===== config.mk =====
export PLATFORM = sky130hd
export DESIGN_NAME = mc_endpoint_top
export DESIGN_NICKNAME = d
export VERILOG_FILES = /design/src/mc_addr_pkg.sv /design/src/mc_net_pkg.sv /design/src/mc_pkt_if.sv /design/src/mc_dram_hash.sv /design/src/mc_eva_to_npa.sv /design/src/mc_req_xlate.sv /design/src/mc_net_tx.sv /design/src/mc_endpoint_top.sv
export VERILOG_INCLUDE_DIRS = /design/src
export SDC_FILE = /design/constraint.sdc
export NUM_CORES = 1
export LEC_CHECK = 0
export ABC_AREA = 1
export ABC_CLOCK_PERIOD_IN_PS = 9490
export BUFFER_PORTS_ARGS = -buffer_cell sky130_fd_sc_hd__buf_2
export CORE_MARGIN = 3
export CORE_UTILIZATION = 55
export CTS_BUF_LIST = sky130_fd_sc_hd__clkbuf_8
export CTS_CLUSTER_DIAMETER = 50
export DETAILED_ROUTE_END_ITERATION = 6
export GPL_TIMING_DRIVEN = 0
export PLACE_DENSITY = 0.73
export SYNTH_ARGS = -nofsm -noshare
export SYNTH_HDL_FRONTEND = slang
export SYNTH_HIERARCHICAL = 1
export SYNTH_SLANG_ARGS = --single-unit

===== constraint.sdc =====
create_clock -name clk_i -period 9.49 [get_ports clk_i]
set_clock_uncertainty 0.1 [all_clocks]
set_input_delay 0.949 -clock clk_i [delete_from_list [all_inputs] [get_ports clk_i]]
set_output_delay 0.949 -clock clk_i [all_outputs]
set_load 0.02 [all_outputs]

===== src/mc_consts.svh =====
`ifndef MC_CONSTS_SVH
`define MC_CONSTS_SVH

// eva and data word width
`define MC_DATA_W 32
// endpoint physical address, word granular
`define MC_ADDR_W 20

// global mesh coordinates
`define MC_X_CORD_W 7
`define MC_Y_CORD_W 7
// pod coordinates, upper part of the global ones
`define MC_POD_X_W 3
`define MC_POD_Y_W 4

// tiles per pod and the matching subcoordinate widths
`define MC_TILES_X 16
`define MC_TILES_Y 8
`define MC_X_SUB_W $clog2(`MC_TILES_X)
`define MC_Y_SUB_W $clog2(`MC_TILES_Y)

// vcache geometry
`define MC_VC_BLOCK_WORDS 8
`define MC_VC_SIZE_WORDS 1024
`define MC_VC_SETS 64

// tx queue slots and network credits
`define MC_Q_DEPTH 4
`define MC_NET_CREDITS 4

`endif


===== src/mc_addr_pkg.sv =====
`default_nettype none

`include "mc_consts.svh"

package mc_addr_pkg;

  // remote field codes at the top of the eva
  localparam logic [1:0] mc_global_remote = 2'b01;
  localparam logic [2:0] mc_tile_group_remote = 3'b001;

  // global eva, x/y and word address given directly
  typedef struct packed {
    logic [1:0]  remote;
    logic [5:0]  y_cord;
    logic [5:0]  x_cord;
    logic [17:0] addr;
  } mc_global_addr_s;

  // tile-group eva, offsets relative to the group origin
  typedef struct packed {
    logic [2:0]  remote;
    logic [5:0]  y_cord;
    logic [5:0]  x_cord;
    logic [16:0] addr;
  } mc_tile_group_addr_s;

  // network physical address
  typedef struct packed {
    logic [`MC_X_CORD_W-1:0] x_cord;
    logic [`MC_Y_CORD_W-1:0] y_cord;
    logic [`MC_ADDR_W-1:0]   epa;
  } mc_npa_s;

endpackage

`default_nettype wire


===== src/mc_net_pkg.sv =====
`default_nettype none

`include "mc_consts.svh"

package mc_net_pkg;

  import mc_addr_pkg::*;

  // request opcodes, carried unchanged to the mesh
  typedef enum logic [1:0] {
    e_op_load   = 2'd0,
    e_op_store  = 2'd1,
    e_op_amoadd = 2'd2
  } mc_op_e;

  // one translated request on its way out
  typedef struct packed {
    mc_op_e                op;
    mc_npa_s               npa;
    // store data or amo operand
    logic [`MC_DATA_W-1:0] data;
  } mc_packet_s;

endpackage

`default_nettype wire


===== src/mc_pkt_if.sv =====
`default_nettype none

interface mc_pkt_if
  import mc_net_pkg::*;
  ();

  // one-cycle push of a translated packet
  logic       pkt_v;
  mc_packet_s pkt;
  // one-cycle pulse per queue entry popped
  logic       slot_credit;

  modport xlate (output pkt_v, output pkt, input slot_credit);

  modport tx (input pkt_v, input pkt, output slot_credit);

endinterface

`default_nettype wire


===== src/mc_dram_hash.sv =====
`default_nettype none

`include "mc_consts.svh"

module mc_dram_hash #(
  // cache-block number width
  parameter int in_width_p = 26,
  // one vcache row above and one below the pod
  parameter int banks_p = 2 * `MC_TILES_X,
  parameter int index_width_p = $clog2(`MC_VC_SETS)
) (
  input  logic [in_width_p-1:0]       hash_in_i,
  // {bot_not_top, x}
  output logic [$clog2(banks_p)-1:0]  bank_o,
  // set index inside the chosen vcache
  output logic [index_width_p-1:0]    index_o
);

  localparam int lg_banks_lp = $clog2(banks_p);

  logic [in_width_p-1:0] bank_full;
  logic [in_width_p-1:0] index_full;

  // consecutive blocks go to consecutive banks
  assign bank_full = hash_in_i % in_width_p'(banks_p);
  // remaining bits select the set
  assign index_full = hash_in_i / in_width_p'(banks_p);

  // power-of-two bank count, so both reduce to slices
  assign bank_o = bank_full[lg_banks_lp-1:0];
  assign index_o = index_full[index_width_p-1:0];

endmodule

`default_nettype wire


===== src/mc_eva_to_npa.sv =====
`default_nettype none

`include "mc_consts.svh"

module mc_eva_to_npa
  import mc_addr_pkg::*;
(
  // byte address from the core
  input  logic [`MC_DATA_W-1:0]  eva_i,
  // tile-group origin inside the pod
  input  logic [`MC_X_SUB_W-1:0] tgo_x_i,
  input  logic [`MC_Y_SUB_W-1:0] tgo_y_i,
  input  logic [`MC_POD_X_W-1:0] pod_x_i,
  input  logic [`MC_POD_Y_W-1:0] pod_y_i,
  // striping across vcaches on, else linear
  input  logic                   dram_enable_i,
  output mc_npa_s                npa_o,
  output logic                   is_invalid_addr_o
);

  localparam int x_sub_w_lp = `MC_X_SUB_W;
  localparam int y_sub_w_lp = `MC_Y_SUB_W;
  localparam int word_off_w_lp = $clog2(`MC_VC_BLOCK_WORDS);
  localparam int lg_vc_size_lp = $clog2(`MC_VC_SIZE_WORDS);
  // byte offset and dram bit stripped off
  localparam int hash_in_w_lp = `MC_DATA_W - 1 - 2 - word_off_w_lp;
  localparam int index_w_lp = $clog2(`MC_VC_SETS);

  mc_global_addr_s               global_addr;
  mc_tile_group_addr_s           tile_group_addr;
  logic                          is_dram;
  logic                          is_global;
  logic                          is_tile_group;
  logic [hash_in_w_lp-1:0]       hash_in;
  logic [x_sub_w_lp:0]           hash_bank;
  logic [index_w_lp-1:0]         hash_index;
  logic [`MC_Y_CORD_W-1:0]       y_bot;
  logic [`MC_Y_CORD_W-1:0]       y_top;
  logic                          linear_bot;

  // same eva seen through both layouts
  assign global_addr = eva_i;
  assign tile_group_addr = eva_i;

  assign is_dram = eva_i[31];
  assign is_global = global_addr.remote == mc_global_remote;
  assign is_tile_group = tile_group_addr.remote == mc_tile_group_remote;
  assign is_invalid_addr_o = ~(is_dram | is_global | is_tile_group);

  // block number of the dram address
  assign hash_in = eva_i[2+word_off_w_lp +: hash_in_w_lp];

  mc_dram_hash #(
    .in_width_p   (hash_in_w_lp),
    .banks_p      (2 * `MC_TILES_X),
    .index_width_p(index_w_lp)
  ) u_hash (
    .hash_in_i(hash_in),
    .bank_o   (hash_bank),
    .index_o  (hash_index)
  );

  // vcache rows: first row of the pod below, last row of the pod above
  assign y_bot = {`MC_POD_Y_W'(pod_y_i + 1'b1), {y_sub_w_lp{1'b0}}};
  assign y_top = {`MC_POD_Y_W'(pod_y_i - 1'b1), {y_sub_w_lp{1'b1}}};

  // linear mode, bit above the x field picks the row
  assign linear_bot = eva_i[2+lg_vc_size_lp+x_sub_w_lp];

  always_comb begin
    npa_o = '0;
    if (is_dram) begin
      if (dram_enable_i) begin
        // striped at cache-block granularity
        npa_o.y_cord = hash_bank[x_sub_w_lp] ? y_bot : y_top;
        npa_o.x_cord = {pod_x_i, hash_bank[x_sub_w_lp-1:0]};
        npa_o.epa = `MC_ADDR_W'({hash_index, eva_i[2 +: word_off_w_lp]});
      end else begin
        // vcaches as plain block memory
        npa_o.y_cord = linear_bot ? y_bot : y_top;
        npa_o.x_cord = {pod_x_i, eva_i[2+lg_vc_size_lp +: x_sub_w_lp]};
        npa_o.epa = `MC_ADDR_W'(eva_i[2 +: lg_vc_size_lp]);
      end
    end else if (is_global) begin
      // coordinates encoded directly
      npa_o.y_cord = `MC_Y_CORD_W'(global_addr.y_cord);
      npa_o.x_cord = `MC_X_CORD_W'(global_addr.x_cord);
      npa_o.epa = `MC_ADDR_W'(global_addr.addr);
    end else if (is_tile_group) begin
      // offsets wrap inside the pod
      npa_o.y_cord = {pod_y_i, y_sub_w_lp'(tile_group_addr.y_cord + tgo_y_i)};
      npa_o.x_cord = {pod_x_i, x_sub_w_lp'(tile_group_addr.x_cord + tgo_x_i)};
      npa_o.epa = `MC_ADDR_W'(tile_group_addr.addr);
    end
  end

endmodule

`default_nettype wire


===== src/mc_req_xlate.sv =====
`default_nettype none

`include "mc_consts.svh"

module mc_req_xlate
  import mc_addr_pkg::*, mc_net_pkg::*;
(
  input  logic                   clk_i,
  input  logic                   rst_n_i,
  // core request
  input  logic                   req_v_i,
  input  mc_op_e                 req_op_i,
  input  logic [`MC_DATA_W-1:0]  req_eva_i,
  input  logic [`MC_DATA_W-1:0]  req_data_i,
  // endpoint configuration
  input  logic [`MC_X_SUB_W-1:0] tgo_x_i,
  input  logic [`MC_Y_SUB_W-1:0] tgo_y_i,
  input  logic [`MC_POD_X_W-1:0] pod_x_i,
  input  logic [`MC_POD_Y_W-1:0] pod_y_i,
  input  logic                   dram_enable_i,
  output logic                   req_ready_o,
  output logic                   err_o,
  mc_pkt_if.xlate                pkt_if
);

  localparam int cnt_w_lp = $clog2(`MC_Q_DEPTH + 1);

  mc_npa_s               npa;
  logic                  invalid;
  logic                  accept;
  logic [cnt_w_lp-1:0]   credit_cnt;
  logic                  pkt_v_q;
  logic                  err_q;
  mc_packet_s            pkt_q;

  mc_eva_to_npa u_eva_to_npa (
    .eva_i            (req_eva_i),
    .tgo_x_i          (tgo_x_i),
    .tgo_y_i          (tgo_y_i),
    .pod_x_i          (pod_x_i),
    .pod_y_i          (pod_y_i),
    .dram_enable_i    (dram_enable_i),
    .npa_o            (npa),
    .is_invalid_addr_o(invalid)
  );

  // one free queue slot is enough to take a request
  assign req_ready_o = credit_cnt != '0;
  assign accept = req_v_i & req_ready_o;

  // spend on accept, refund on drop or on pop downstream
  always_ff @(posedge clk_i or negedge rst_n_i) begin
    if (!rst_n_i) begin
      credit_cnt <= cnt_w_lp'(`MC_Q_DEPTH);
    end else begin
      credit_cnt <= credit_cnt - cnt_w_lp'(accept) + cnt_w_lp'(err_q)
                    + cnt_w_lp'(pkt_if.slot_credit);
    end
  end

  // exactly one of these per accepted request
  always_ff @(posedge clk_i or negedge rst_n_i) begin
    if (!rst_n_i) begin
      pkt_v_q <= 1'b0;
      err_q <= 1'b0;
    end else begin
      pkt_v_q <= accept & ~invalid;
      err_q <= accept & invalid;
    end
  end

  // payload held with the pulse
  always_ff @(posedge clk_i) begin
    if (accept) begin
      pkt_q.op <= req_op_i;
      pkt_q.npa <= npa;
      pkt_q.data <= req_data_i;
    end
  end

  assign pkt_if.pkt_v = pkt_v_q;
  assign pkt_if.pkt = pkt_q;
  assign err_o = err_q;

endmodule

`default_nettype wire


===== src/mc_net_tx.sv =====
`default_nettype none

`include "mc_consts.svh"

module mc_net_tx
  import mc_net_pkg::*;
(
  input  logic       clk_i,
  input  logic       rst_n_i,
  mc_pkt_if.tx       pkt_if,
  // one pulse per packet the mesh has consumed
  input  logic       credit_return_i,
  output logic       pkt_v_o,
  output mc_packet_s pkt_o
);

  localparam int ptr_w_lp = $clog2(`MC_Q_DEPTH);
  localparam int q_cnt_w_lp = $clog2(`MC_Q_DEPTH + 1);
  localparam int net_cnt_w_lp = $clog2(`MC_NET_CREDITS + 1);

  mc_packet_s              queue_mem [`MC_Q_DEPTH];
  logic [ptr_w_lp-1:0]     wr_ptr;
  logic [ptr_w_lp-1:0]     rd_ptr;
  logic [q_cnt_w_lp-1:0]   q_cnt;
  logic [net_cnt_w_lp-1:0] net_credit_cnt;
  logic                    push;
  logic                    pop;

  // overflow is ruled out by the slot credits upstream
  assign push = pkt_if.pkt_v;
  // send only with a queued packet and a network credit
  assign pop = (q_cnt != '0) && (net_credit_cnt != '0);

  // freed slot goes straight back to the translator
  assign pkt_if.slot_credit = pop;

  always_ff @(posedge clk_i) begin
    if (push) begin
      queue_mem[wr_ptr] <= pkt_if.pkt;
    end
  end

  // circular pointers and fill level
  always_ff @(posedge clk_i or negedge rst_n_i) begin
    if (!rst_n_i) begin
      wr_ptr <= '0;
      rd_ptr <= '0;
      q_cnt <= '0;
    end else begin
      if (push) begin
        wr_ptr <= (wr_ptr == ptr_w_lp'(`MC_Q_DEPTH - 1)) ? '0 : wr_ptr + 1'b1;
      end
      if (pop) begin
        rd_ptr <= (rd_ptr == ptr_w_lp'(`MC_Q_DEPTH - 1)) ? '0 : rd_ptr + 1'b1;
      end
      q_cnt <= q_cnt + q_cnt_w_lp'(push) - q_cnt_w_lp'(pop);
    end
  end

  // a return may land on the same edge as a send
  always_ff @(posedge clk_i or negedge rst_n_i) begin
    if (!rst_n_i) begin
      net_credit_cnt <= net_cnt_w_lp'(`MC_NET_CREDITS);
    end else begin
      net_credit_cnt <= net_credit_cnt - net_cnt_w_lp'(pop)
                        + net_cnt_w_lp'(credit_return_i);
    end
  end

  // registered link outputs
  always_ff @(posedge clk_i or negedge rst_n_i) begin
    if (!rst_n_i) begin
      pkt_v_o <= 1'b0;
    end else begin
      pkt_v_o <= pop;
    end
  end

  always_ff @(posedge clk_i) begin
    if (pop) begin
      pkt_o <= queue_mem[rd_ptr];
    end
  end

endmodule

`default_nettype wire


===== src/mc_endpoint_top.sv =====
`default_nettype none

`include "mc_consts.svh"

module mc_endpoint_top
  import mc_net_pkg::*;
(
  input  logic                    clk_i,
  input  logic                    rst_n_i,
  // core request side
  input  logic                    req_v_i,
  input  mc_op_e                  req_op_i,
  input  logic [`MC_DATA_W-1:0]   req_eva_i,
  input  logic [`MC_DATA_W-1:0]   req_data_i,
  // endpoint configuration
  input  logic [`MC_X_SUB_W-1:0]  tgo_x_i,
  input  logic [`MC_Y_SUB_W-1:0]  tgo_y_i,
  input  logic [`MC_POD_X_W-1:0]  pod_x_i,
  input  logic [`MC_POD_Y_W-1:0]  pod_y_i,
  input  logic                    dram_enable_i,
  // mesh side
  input  logic                    credit_return_i,
  output logic                    req_ready_o,
  output logic                    err_o,
  output logic                    pkt_v_o,
  output mc_op_e                  pkt_op_o,
  output logic [`MC_X_CORD_W-1:0] pkt_x_o,
  output logic [`MC_Y_CORD_W-1:0] pkt_y_o,
  output logic [`MC_ADDR_W-1:0]   pkt_epa_o,
  output logic [`MC_DATA_W-1:0]   pkt_data_o
);

  mc_packet_s pkt;

  // translator to transmitter link
  mc_pkt_if pkt_if ();

  mc_req_xlate u_xlate (
    .clk_i        (clk_i),
    .rst_n_i      (rst_n_i),
    .req_v_i      (req_v_i),
    .req_op_i     (req_op_i),
    .req_eva_i    (req_eva_i),
    .req_data_i   (req_data_i),
    .tgo_x_i      (tgo_x_i),
    .tgo_y_i      (tgo_y_i),
    .pod_x_i      (pod_x_i),
    .pod_y_i      (pod_y_i),
    .dram_enable_i(dram_enable_i),
    .req_ready_o  (req_ready_o),
    .err_o        (err_o),
    .pkt_if       (pkt_if.xlate)
  );

  mc_net_tx u_tx (
    .clk_i          (clk_i),
    .rst_n_i        (rst_n_i),
    .pkt_if         (pkt_if.tx),
    .credit_return_i(credit_return_i),
    .pkt_v_o        (pkt_v_o),
    .pkt_o          (pkt)
  );

  // flatten the packet for the mesh link
  assign pkt_op_o = pkt.op;
  assign pkt_x_o = pkt.npa.x_cord;
  assign pkt_y_o = pkt.npa.y_cord;
  assign pkt_epa_o = pkt.npa.epa;
  assign pkt_data_o = pkt.data;

endmodule

`default_nettype wire


==> out/results.tsv, run 1 <==
stage	metric	value	unit
logic_synthesis	synth_area	16600	um2
clocking	cts_repair_resize_count	0	
pwr	comb_power_share	29.0	%
worst_setup_path	endpoint_kind	flop	
worst_setup_path	path_class	reg -> reg	
grt	grt_max_degree	71	
pwr	ir_drop	189	uV
pwr	p_sw	2.02	mW
routing	wl	32.3	mm
die	num_rows	62	
finish	syn2layout_area_growth	15.5	%
sta	hold_viol	0	
worst_setup_path	critPathMaxFanout	70	
routing	dr.first_iter.drc_count	785	
clocking	cts_tree	done	
worst_setup_path	cp.arrival	3.75	ns
place	hpwl	19.8	mm
place	pre_cts_ws	6.11	ns
routing	vias_per_cell	5.18	
place	place.port_buffers	155	
clocking	hold_buffers	0	
clocking	root_buffer	clkbuf_8	
pwr	switching_share	34.3	%
logic_synthesis	synth_cells	1195	
flow_run	drv_cap	0	
routing	antenna_left	0	
die	die_x	180	um
finish	drive_gt1_share	21.7	%
die	ios	156	
sta	fmax	299	MHz
clocking	numCtsBuffers	68	
sta	setup_tns	0	ns
sta	period_minus_slack	3.35	ns
grt	track_usage	20.0	%
finish	final_nets	1530	
die	core	29200	um2
grt	grt-ovfl-total	0	
worst_setup_path	critPathLaunchType	flop	
pwr	power_frac_seq	48.2	%
die	dieHeight	180	um
logic_synthesis	ys_warn_count	6	
logic_synthesis	syn_avg_cell_area	13.9	um2
clocking	clkTransAtPathRegs	0.06	ns
pwr	leakagePower	7.79	nW
sta	tightestPinTransition	0.949	ns
logic_synthesis	synth_top_area_share	73.8	%
pwr	clkPwrFrac	22.8	%
finish	fin_cells	1861	
sta	report.final.slew_viol_count	0	
pwr	intPower	3.88	mW
logic_synthesis	ys_ff_latch	424	
clocking	htreeDepth	3	
die	die-area	32300	um2
logic_synthesis	synth_cell_types	33	
logic_synthesis	ys_seq_area_share	76.2	%
routing	post_drt_wl_per_cell	17.3	um
clocking	cts_buffer_depth	3	
clocking	clock_sinks	424	
routing	drc	0	
grt	grt_pass1_wl	51.0	mm
grt	antenna_found_initial	0	
clocking	insertion_delay	0.56	ns
die	start_util	56.8	%
sta	finalSetupViolations	0	
routing	num_vias	9635	
clocking	postCtsSetupBuffers	0	
grt	grt_pass1_vias	9600	
hold_path	worstHoldPathType	in -> async	
logic_synthesis	synth_area_leaders	edfxtp_1, o211ai_1, nand2_1, inv_1, dfrtp_1	
sta	fin_crit_sh	35.3	%
run_status	status	completed	
sta	max_slew_margin	36.7	%
sta	rsz0062_at_grt	no	
worst_setup_path	worstPathRequired	9.89	ns
finish	finalInstanceArea	19200	um2
finish	antenna_cells	0	
logic_synthesis	synth.largest_area_cell	edfxtp_1	
place	placed_cells	1739	
pwr	power_density	308	nW/um2
sta	worst_slack	6.14	ns
routing	first_pass_iters	5	
place	globalplace.congestion	0.843	
place	place_area	18000	um2
worst_setup_path	r2r.worst_path.cells	14	
==> cells in the mapped netlist, drive strengths merged <==
| cell type | number |
|---|---|
| o31ai | 1 |
| dfrtp | 14 |
| nand4 | 1 |
| xor2 | 3 |
| or2 | 1 |
| a22oi | 4 |
| nand3 | 13 |
| ha | 14 |
| inv | 184 |
| a22o | 2 |
| nand2 | 256 |
| xnor2 | 4 |
| clkbuf | 5 |
| fa | 6 |
| nor2 | 31 |
| dfstp | 2 |
| o21ai | 34 |
| o211ai | 137 |
| o21bai | 2 |
| a21oi | 7 |
| o22ai | 3 |
| and3 | 1 |
| buf | 58 |
| edfxtp | 408 |
| nand3b | 3 |
| conb | 1 |
==> state kept, by name, indices dropped and copies added (netlist names) <==
register              cells
u_xlate/pkt_if.pkt       68
u_tx/pkt_v_o              1
u_tx/pkt_o               68
u_tx/net_credit_cnt       3
u_tx/queue_mem          272
u_xlate/credit_cnt        3
u_xlate/pkt_if.pkt_v      1
u_tx/q_cnt                3
u_xlate/err_o             1
u_tx/rd_ptr               2
u_tx/wr_ptr               2
==> placed cells by master (no fill, tap or decap), types with 6 or more instances in the layout <==
master and instances:
inv_4 6, o21ai_0 28, inv_2 6, clkbuf_8 70, o211ai_1 137, ha_1 14
clkinv_2 6, edfxtp_1 408, inv_1 198, fa_1 6, buf_2 194, nor2_1 27
nand2_1 253, o21ai_1 6, buf_4 16, clkinv_1 14, nand3_1 13, dfrtp_1 14
a21oi_1 7
==> worst paths after layout <==
path | startpoint | end | slack, ns
min in group clk_i | u_xlate/credit_cnt[2] | u_xlate/credit_cnt[2] | 0.37
worst min-delay path | rst_n_i | u_tx/pkt_v_o | 0.20
worst max-delay path | u_tx/net_credit_cnt[2] | u_xlate/credit_cnt[2] | 6.14
max in group asynchronous | rst_n_i | u_xlate/credit_cnt[2] | 8.78
worst max register to register | u_tx/net_credit_cnt[2] | u_xlate/credit_cnt[2] | 6.14
worst min register to register | u_xlate/credit_cnt[2] | u_xlate/credit_cnt[2] | 0.37
==> power groups by stage <==
stage	clock network (mW)	logic, mW	registers [mW]
after floorplan	0	0.904	3.07
after global placement	0	1.66	2.91
after detailed placement	0	1.74	2.89
after CTS	1.39	1.74	2.85
after global routing	1.48	1.89	2.89
final	1.34	1.71	2.85
==> through the flow <==
step           power, mW  hold slack [ns]  util, %
2_1_floorplan       3.98            0.342        -
3_3_place_gp        4.57            0.356     61.1
3_5_place_dp        4.62            0.363     61.5
4_1_cts             5.98            0.169     65.6
5_1_grt             6.26            0.188     65.6
6_report            5.91            0.197     65.6
==> worst max-delay path, stage by stage (launching register included) <==
cell and delay [ns]:
dfstp_2 0.54, inv_1 0.08, nand2_1 0.16, nand2_1 0.15, inv_4 0.67, inv_1 0.12
ha_1 0.32, inv_1 0.05, fa_1 0.38, fa_1 0.42, inv_1 0.06, nand2_1 0.06
nand2_1 0.06, nand2_1 0.04, nand2_1 0.06
==> area by class of cell <==
| class | count | area (um2) |
|---|---|---|
| repair buffers | 159 | 878 |
| clock inverters | 52 | 228 |
| clock buffers | 70 | 963 |
| flip-flops and latches | 424 | 12700 |
| multi-input cells | 525 | 2900 |
| plain buffers | 63 | 368 |
| inverters | 184 | 706 |
| well taps | 384 | 480 |
| fillers | 2072 | 10100 |
==> cell families (layout without fill, tap and decap cells) <==
group | Yosys count | after routing | synth area share, %
buffers and inverters | 247 | 528 | 6.37
XOR/XNOR | 7 | 7 | 0.369
other | 1 | 2 | 0.0226
flip-flops | 424 | 424 | 76.2
adder cells (fa/ha/maj) | 20 | 20 | 1.78
AO/OA/AOI/OAI | 190 | 190 | 7.96
AND/OR/NAND/NOR | 306 | 306 | 7.32
==> per-layer routing <==
metal / track usage, % / vias to the layer above / share of wire [%]
met5: 0 / - / 0
li1: - / 4637 / -
met3: 4.26 / 69 / 7.0
met2: 33.5 / 366 / 50
met1: 26.0 / 4563 / 41
met4: 7.39 / 0 / 2.6
Power figures use the tool's default switching activity.
==> run 2, diff against run 1 <==
ABC_CLOCK_PERIOD_IN_PS = 3050   (was 9490)
PLACE_DENSITY = 0.76   (was 0.73)
clock period = 3.05 ns   (was 9.49 ns; I/O delays follow)
==> run 2 against run 1 <==
Compared with the run above:
- sequential cell count unchanged
- sequential share of layout area decreased by 2.8 points
- global-route usage increased by 1.0 points
- highest routed layer unchanged
- die area did not move
- largest power group unchanged
- maximum frequency up 20%
- clock power rose to 3.3 times the previous value
- final cell count increased by 3.9%
- clock-buffer cell count grew 4
- first-iteration DRC count up 7.9%
- register-to-register slack got worse by 5.9 ns
==> out/results.tsv, run 2 (same netlist as run 1, synthesis figures left out) <==
stage	metric	value	unit	change
die	dieHeight	180	um	unchanged
clocking	cts_buffer_depth	3		unchanged
routing	first_pass_iters	5		unchanged
die	start_util	56.8	%	unchanged
routing	wl	34.6	mm	+7.1%
grt	track_usage	21.0	%	+1.0 points
clocking	numCtsBuffers	67		-1.5%
clocking	clock_sinks	424		unchanged
routing	num_vias	10100		+4.9%
sta	fin_crit_sh	91.7	%	+56 points
worst_setup_path	startpoint	u_tx/q_cnt[1]		
worst_setup_path	rr_endpoint	u_tx/pkt_o[1]		
place	pre_cts_ws	-0.260	ns	-6.37 ns
die	die-area	32300	um2	unchanged
finish	syn2layout_area_growth	20.5	%	
finish	layout_common_cells	edfxtp_1, nand2_1, buf_2, inv_1, o211ai_1		
routing	vias_per_cell	5.23		+0.98%
worst_setup_path	crit_buf_inv	1		-4
worst_setup_path	path_class	reg -> reg		
run_status	status	completed		
worst_setup_path	endpoint_kind	flop		
worst_setup_path	critPathLaunchType	flop		
pwr	power_frac_seq	46.8	%	-1.4 points
worst_setup_path	worstPathCellList	nor2_1 -> nand2_1 -> nand2_1 -> clkinvlp_2		
sta	hold_viol	0		unchanged
hold_path	worstHoldPathType	in -> reg		
worst_setup_path	worstPathRequired	2.90	ns	-6.99 ns
sta	fmax	357	MHz	+20%
worst_setup_path	r2r_setup_slack	0.25	ns	-5.89 ns
finish	final_common_cell	edfxtp_1		
place	globalplace.congestion	0.835		-0.95%
sta	max_slew_margin	23.8	%	-13 points
grt	grt_pass1_wl	53.2	mm	+4.2%
worst_setup_path	crit_family	buffers and inverters		
worst_setup_path	slowest_stage	clkinvlp_2		
worst_setup_path	cp.arrival	2.65	ns	-1.10 ns
finish	largest_reg_flops	272		unchanged
clocking	insertion_delay	0.57	ns	about the same
pwr	power_density	947	nW/um2	+210%
pwr	p_sw	6.46	mW	+220%
clocking	root_buffer	clkbuf_8		
finish	fin_util	68.5	%	+2.9 points
grt	antenna_found_initial	0		unchanged
flow_run	drv_cap	0		unchanged
routing	antenna_left	0		unchanged
grt	grt-ovfl-total	0		unchanged
worst_setup_path	r2r.worst_path.cells	4		-10
die	core	29200	um2	unchanged
place	placed_cells	1741		+0.12%
pwr	ir_drop	414	uV	+120%
pwr	leakagePower	8.12	nW	+4.3%
worst_setup_path	path_depth	4		-10
clocking	cts_repair_resize_count	0		unchanged
pwr	clkPwrFrac	23.4	%	+0.6 points
worst_setup_path	reg2reg_from	u_tx/q_cnt[1]		
grt	grt_max_degree	57		-20%
pwr	switching_share	34.1	%	-0.18 points
worst_setup_path	crit_top_cell	nand2_1		
finish	antenna_cells	0		unchanged
sta	finalSetupViolations	0		unchanged
finish	final_nets	1604		+4.8%
die	die_x	180	um	unchanged
clocking	cts_tree	done		
routing	dr.first_iter.drc_count	847		+7.9%
worst_setup_path	critPathMaxFanout	19		-73%
routing	drc	0		unchanged
sta	report.final.slew_viol_count	0		unchanged
worst_setup_path	critPathCapture	u_tx/pkt_o[1]		
routing	post_drt_wl_per_cell	17.9	um	+3.1%
finish	fin_cells	1934		+3.9%
place	place.port_buffers	155		unchanged
finish	drive_gt1_share	21.8	%	+0.073 points
pwr	comb_power_share	29.8	%	+0.8 points
finish	top_register	u_tx/queue_mem		
sta	period_minus_slack	2.80	ns	-0.550 ns
sta	rsz0062_at_grt	no		
clocking	htreeDepth	3		unchanged
place	hpwl	21.2	mm	+7.0%
clocking	clkTransAtPathRegs	0.06	ns	about the same
worst_setup_path	cpPeakStageDelay	0.95	ns	+0.28 ns
grt	grt_pass1_vias	10200		+6.8%
pwr	intPower	12.5	mW	+220%
sta	worst_slack	0.253	ns	-5.89 ns
die	ios	156		unchanged
die	num_rows	62		unchanged
sta	tightestPinTransition	1.14	ns	+0.188 ns
==> run 2: cell types whose count changed in the layout (fill, tap and decap cells not counted), moves of 3 or more <==
| cell | before | now |
|---|---|---|
| dlygate4sd3_1 | 0 | 68 |
| clkbuf_8 | 70 | 74 |
| clkinv_2 | 6 | 10 |
| buf_4 | 16 | 19 |
| inv_1 | 198 | 188 |
==> run 2: repair_timing <==
item                                   CTS  global route
endpoints found under the hold margin   80             0
setup endpoints to repair                2             2
gates cloned                             2             0
hold buffers                            68             0
pin swaps                                0             0
setup buffers                            0             3
==> run 2: metrics by stage <==
| stage | instance area, um2 | hold WS (ns) | power [mW] | setup TNS, ns |
|---|---|---|---|---|
| finish | 20000 | 0.0406 | 19.0 | 0 |
| global route | 20000 | 0.0455 | 20.0 | 0 |
| CTS | 20000 | 0.000129 | 19.1 | 0 |
| detailed placement | 18000 | 0.138 | 14.5 | -0.440 |
| global placement | 17900 | 0.135 | 14.2 | -121.83 |
| floorplan | 16600 | -0.0906 | 12.4 | -0.482 |
==> run 2: worst min path at each step <==
stage	from	end	slack, ns	cells past startpoint
floorplan	rst_n_i	u_tx/net_credit_cnt[0]	-0.09	0
global placement	rst_n_i	u_xlate/err_o	0.14	1
detailed placement	rst_n_i	u_xlate/credit_cnt[1]	0.14	1
CTS	req_eva_i[9]	u_xlate/pkt_if.pkt[41]	0.0001	3
global route	req_eva_i[9]	u_xlate/pkt_if.pkt[41]	0.05	3
finish	req_eva_i[4]	u_xlate/pkt_if.pkt[36]	0.04	3
==> run 2: power by group through the flow <==
stage,registers [mW],clock network (mW),logic [mW]
after floorplan,9.55,0,2.85
after global placement,9.03,0,5.17
after detailed placement,9.00,0,5.51
after CTS,8.89,4.54,5.66
after global routing,9.00,4.82,6.16
final,8.88,4.43,5.64
==> run 2: worst min-delay path: cells and delay by family <==
family | cells | cell delay, ns
buf+inv | 2 | 0.12
compound gates | 1 | 0.13
==> run 2: area by class of cell <==
| type | instances | area, um2 |
|---|---|---|
| Sequential cell | 424 | 12700 |
| Fill cell | 1937 | 9220 |
| Multi-Input combinational cell | 525 | 2920 |
| Timing Repair Buffer | 232 | 1620 |
| Clock buffer | 74 | 1020 |
| Inverter | 184 | 708 |
| Tap cell | 384 | 480 |
| Buffer | 63 | 368 |
| Clock inverter | 46 | 243 |
| Timing Repair inverter | 2 | 10.0 |
==> run 2: metal layers <==
layer  track usage (%)  vias up  part of all wire [%]
met4              10.1        0                   3.8
met3              3.98       97                   6.9
met5                 0        -                     0
met1              26.3     4818                    40
li1                  -     4786                     -
met2              35.6      410                    50
==> run 3, diff against run 2 <==
--- a/config.mk
+++ b/config.mk
@@ -18,2 +18,3 @@
 export PLACE_DENSITY = 0.76
+export SKIP_LAST_GASP = 1
 export SYNTH_ARGS = -nofsm -noshare
--- a/constraint.sdc
+++ b/constraint.sdc
@@ -4,2 +4,2 @@
 set_output_delay 0.305 -clock clk_i [all_outputs]
-set_load 0.02 [all_outputs]
+set_load 0.1 [all_outputs]
==> run 3 against run 2 <==
Compared with the run above:
- utilization shrank 0.10 points
- final cell count down 0.16%
- non-clock buffer count down 1
- sequential share of layout area increased by 0.095 points
- critical endpoint is now u_xlate/credit_cnt[2]
- power up 15%
- largest power group unchanged
==> out/results.tsv, run 3 (same netlist as run 1, synthesis figures left out) <==
stage	metric	value	unit	change
run_status	status	completed		
flow_run	drv_cap	0		unchanged
worst_setup_path	r2r.worst_path.cells	15		+11
die	dieHeight	180	um	unchanged
place	place_area	18100	um2	+0.11%
finish	finalInstanceArea	20000	um2	-0.15%
worst_setup_path	crit_top_cell	nand2_1		
routing	antenna_left	0		unchanged
hold_path	worstHoldPathType	in -> reg		
routing	post_drt_wl_per_cell	17.7	um	-0.84%
die	core	29200	um2	unchanged
finish	antenna_cells	0		unchanged
grt	grt_pass1_wl	53.3	mm	+0.18%
die	ios	156		unchanged
place	placed_cells	1741		unchanged
sta	hold_viol	0		unchanged
pwr	power_density	1090	nW/um2	+15%
worst_setup_path	critPathMaxFanout	40		+21
worst_setup_path	startpoint	u_tx/net_credit_cnt[2]		
finish	final_common_cell	edfxtp_1		
sta	finalSetupViolations	0		unchanged
grt	grt_pass1_vias	10200		-0.78%
finish	drive_gt1_share	21.5	%	-0.28 points
worst_setup_path	slowest_stage	dfstp_2		
finish	fin_cells	1931		-0.16%
finish	syn2layout_area_growth	20.4	%	
clocking	insertion_delay	0.57	ns	about the same
pwr	ir_drop	712	uV	+72%
worst_setup_path	r2r_setup_slack	0.21	ns	-0.04 ns
worst_setup_path	rr_endpoint	u_xlate/credit_cnt[2]		
sta	report.final.slew_viol_count	0		unchanged
sta	fin_crit_sh	93.2	%	+1.4 points
hold_path	hold_path.startpoint	req_eva_i[30]		
routing	wl	34.2	mm	-1.0%
pwr	leakagePower	8.09	nW	-0.40%
clocking	numCtsBuffers	66		-1.5%
worst_setup_path	endpoint_kind	flop		
sta	setup_tns	0	ns	unchanged
grt	grt-ovfl-total	0		unchanged
routing	drc	0		unchanged
routing	dr.first_iter.drc_count	773		-8.7%
finish	final_nets	1602		-0.12%
sta	holdWs	0.0233	ns	-0.0173 ns
grt	track_usage	21.0	%	about the same
clocking	htreeDepth	3		unchanged
routing	first_pass_iters	5		unchanged
die	num_rows	62		unchanged
finish	layout_common_cells	edfxtp_1, nand2_1, buf_2, inv_1, o211ai_1		
place	place.port_buffers	155		unchanged
worst_setup_path	reg2reg_from	u_tx/net_credit_cnt[2]		
clocking	root_buffer	clkbuf_8		
place	hpwl	20.7	mm	-2.4%
worst_setup_path	path_class	reg -> reg		
place	globalplace.congestion	0.821		-1.7%
worst_setup_path	worstPathRequired	3.46	ns	+0.56 ns
clocking	clkTransAtPathRegs	0.06	ns	about the same
worst_setup_path	critPathCapture	u_xlate/credit_cnt[2]		
place	pre_cts_ws	-0.518	ns	-0.259 ns
worst_setup_path	critPathLaunchType	flop		
grt	antenna_found_initial	0		unchanged
sta	period_minus_slack	2.84	ns	+0.0438 ns
routing	vias_per_cell	5.16		-1.3%
sta	fmax	352	MHz	-1.5%
die	die_x	180	um	unchanged
finish	largest_reg_flops	272		unchanged
grt	grt_max_degree	63		+11%
die	die-area	32300	um2	unchanged
worst_setup_path	cpPeakStageDelay	0.54	ns	-0.41 ns
routing	num_vias	9964		-1.5%
worst_setup_path	cp.arrival	3.25	ns	+0.60 ns
finish	fin_util	68.4	%	-0.10 points
pwr	p_total	21.7	mW	+15%
worst_setup_path	worstPathCellList	inv_1 -> nand2_1 -> nand2_2 -> clkinvlp_4 -> buf_12 -> inv_1 -> ha_4 -> inv_2 -> fa_2 -> fa_2 -> inv_1 -> nand2_1 -> nand2_1 -> nand2_1 -> nand2_1		
clocking	cts_buffer_depth	3		unchanged
clocking	clock_sinks	424		unchanged
sta	tightestPinTransition	0.886	ns	-0.251 ns
finish	top_register	u_tx/queue_mem		
sta	worst_slack	0.209	ns	-0.0438 ns
finish	num-fill-cells	1938		+0.052%
sta	max_slew_margin	40.6	%	+17 points
clocking	cts_tree	done		
die	start_util	56.8	%	unchanged
[run 3: worst min-delay path by stage]
stage / to / depth (start not counted)
floorplan: u_tx/net_credit_cnt[0] / 0
global placement: u_xlate/err_o / 1
detailed placement: u_xlate/credit_cnt[1] / 1
CTS: u_xlate/err_o / 4
global route: u_xlate/err_o / 4
finish: u_xlate/err_o / 4
[run 3: cell type report]
type,instances,area [um2],area share (%)
Buffer,63,368,1.84
Multi-Input combinational cell,525,2940,14.7
Timing Repair Buffer,231,1620,8.10
Timing Repair inverter,2,10.0,0.0501
Sequential cell,424,12700,63.3
Tap cell,384,480,2.40
Clock inverter,49,269,1.35
Clock buffer,69,950,4.75
Inverter,184,708,3.54
[run 3: timing repair]
action | 4_1_cts | 5_1_grt
setup endpoints to repair | 3 | 1
hold buffers | 67 | 0
hold endpoints to repair | 80 | 0
buffers inserted | 1 | 2
cloned | 2 | 0
resized for setup | 0 | 1
[run 3: layer usage]
metal / GRT usage (%) / vias up / wire length [um]
met4: 7.80 / 0 / 682
li1: - / 4785 / -
met1: 27.1 / 4745 / 13900
met2: 35.5 / 383 / 17300
met5: 0 / - / 0
met3: 4.43 / 51 / 2300
[run 3: where the power goes]
| group | internal [mW] | switching (mW) | total (mW) |
|---|---|---|---|
| Sequential | 8.37 | 0.498 | 8.87 |
| Clock | 2.28 | 2.06 | 4.34 |
| Combinational | 1.71 | 6.83 | 8.54 |
| Total | 12.4 | 9.39 | 21.7 |
[run 3: critical path: cells and delay by family, from the launching register on]
family,cells,cell delay (ns)
fa+ha+maj,3,0.95
buf+inv,6,0.62
simple gates,6,0.55
flops,1,0.54
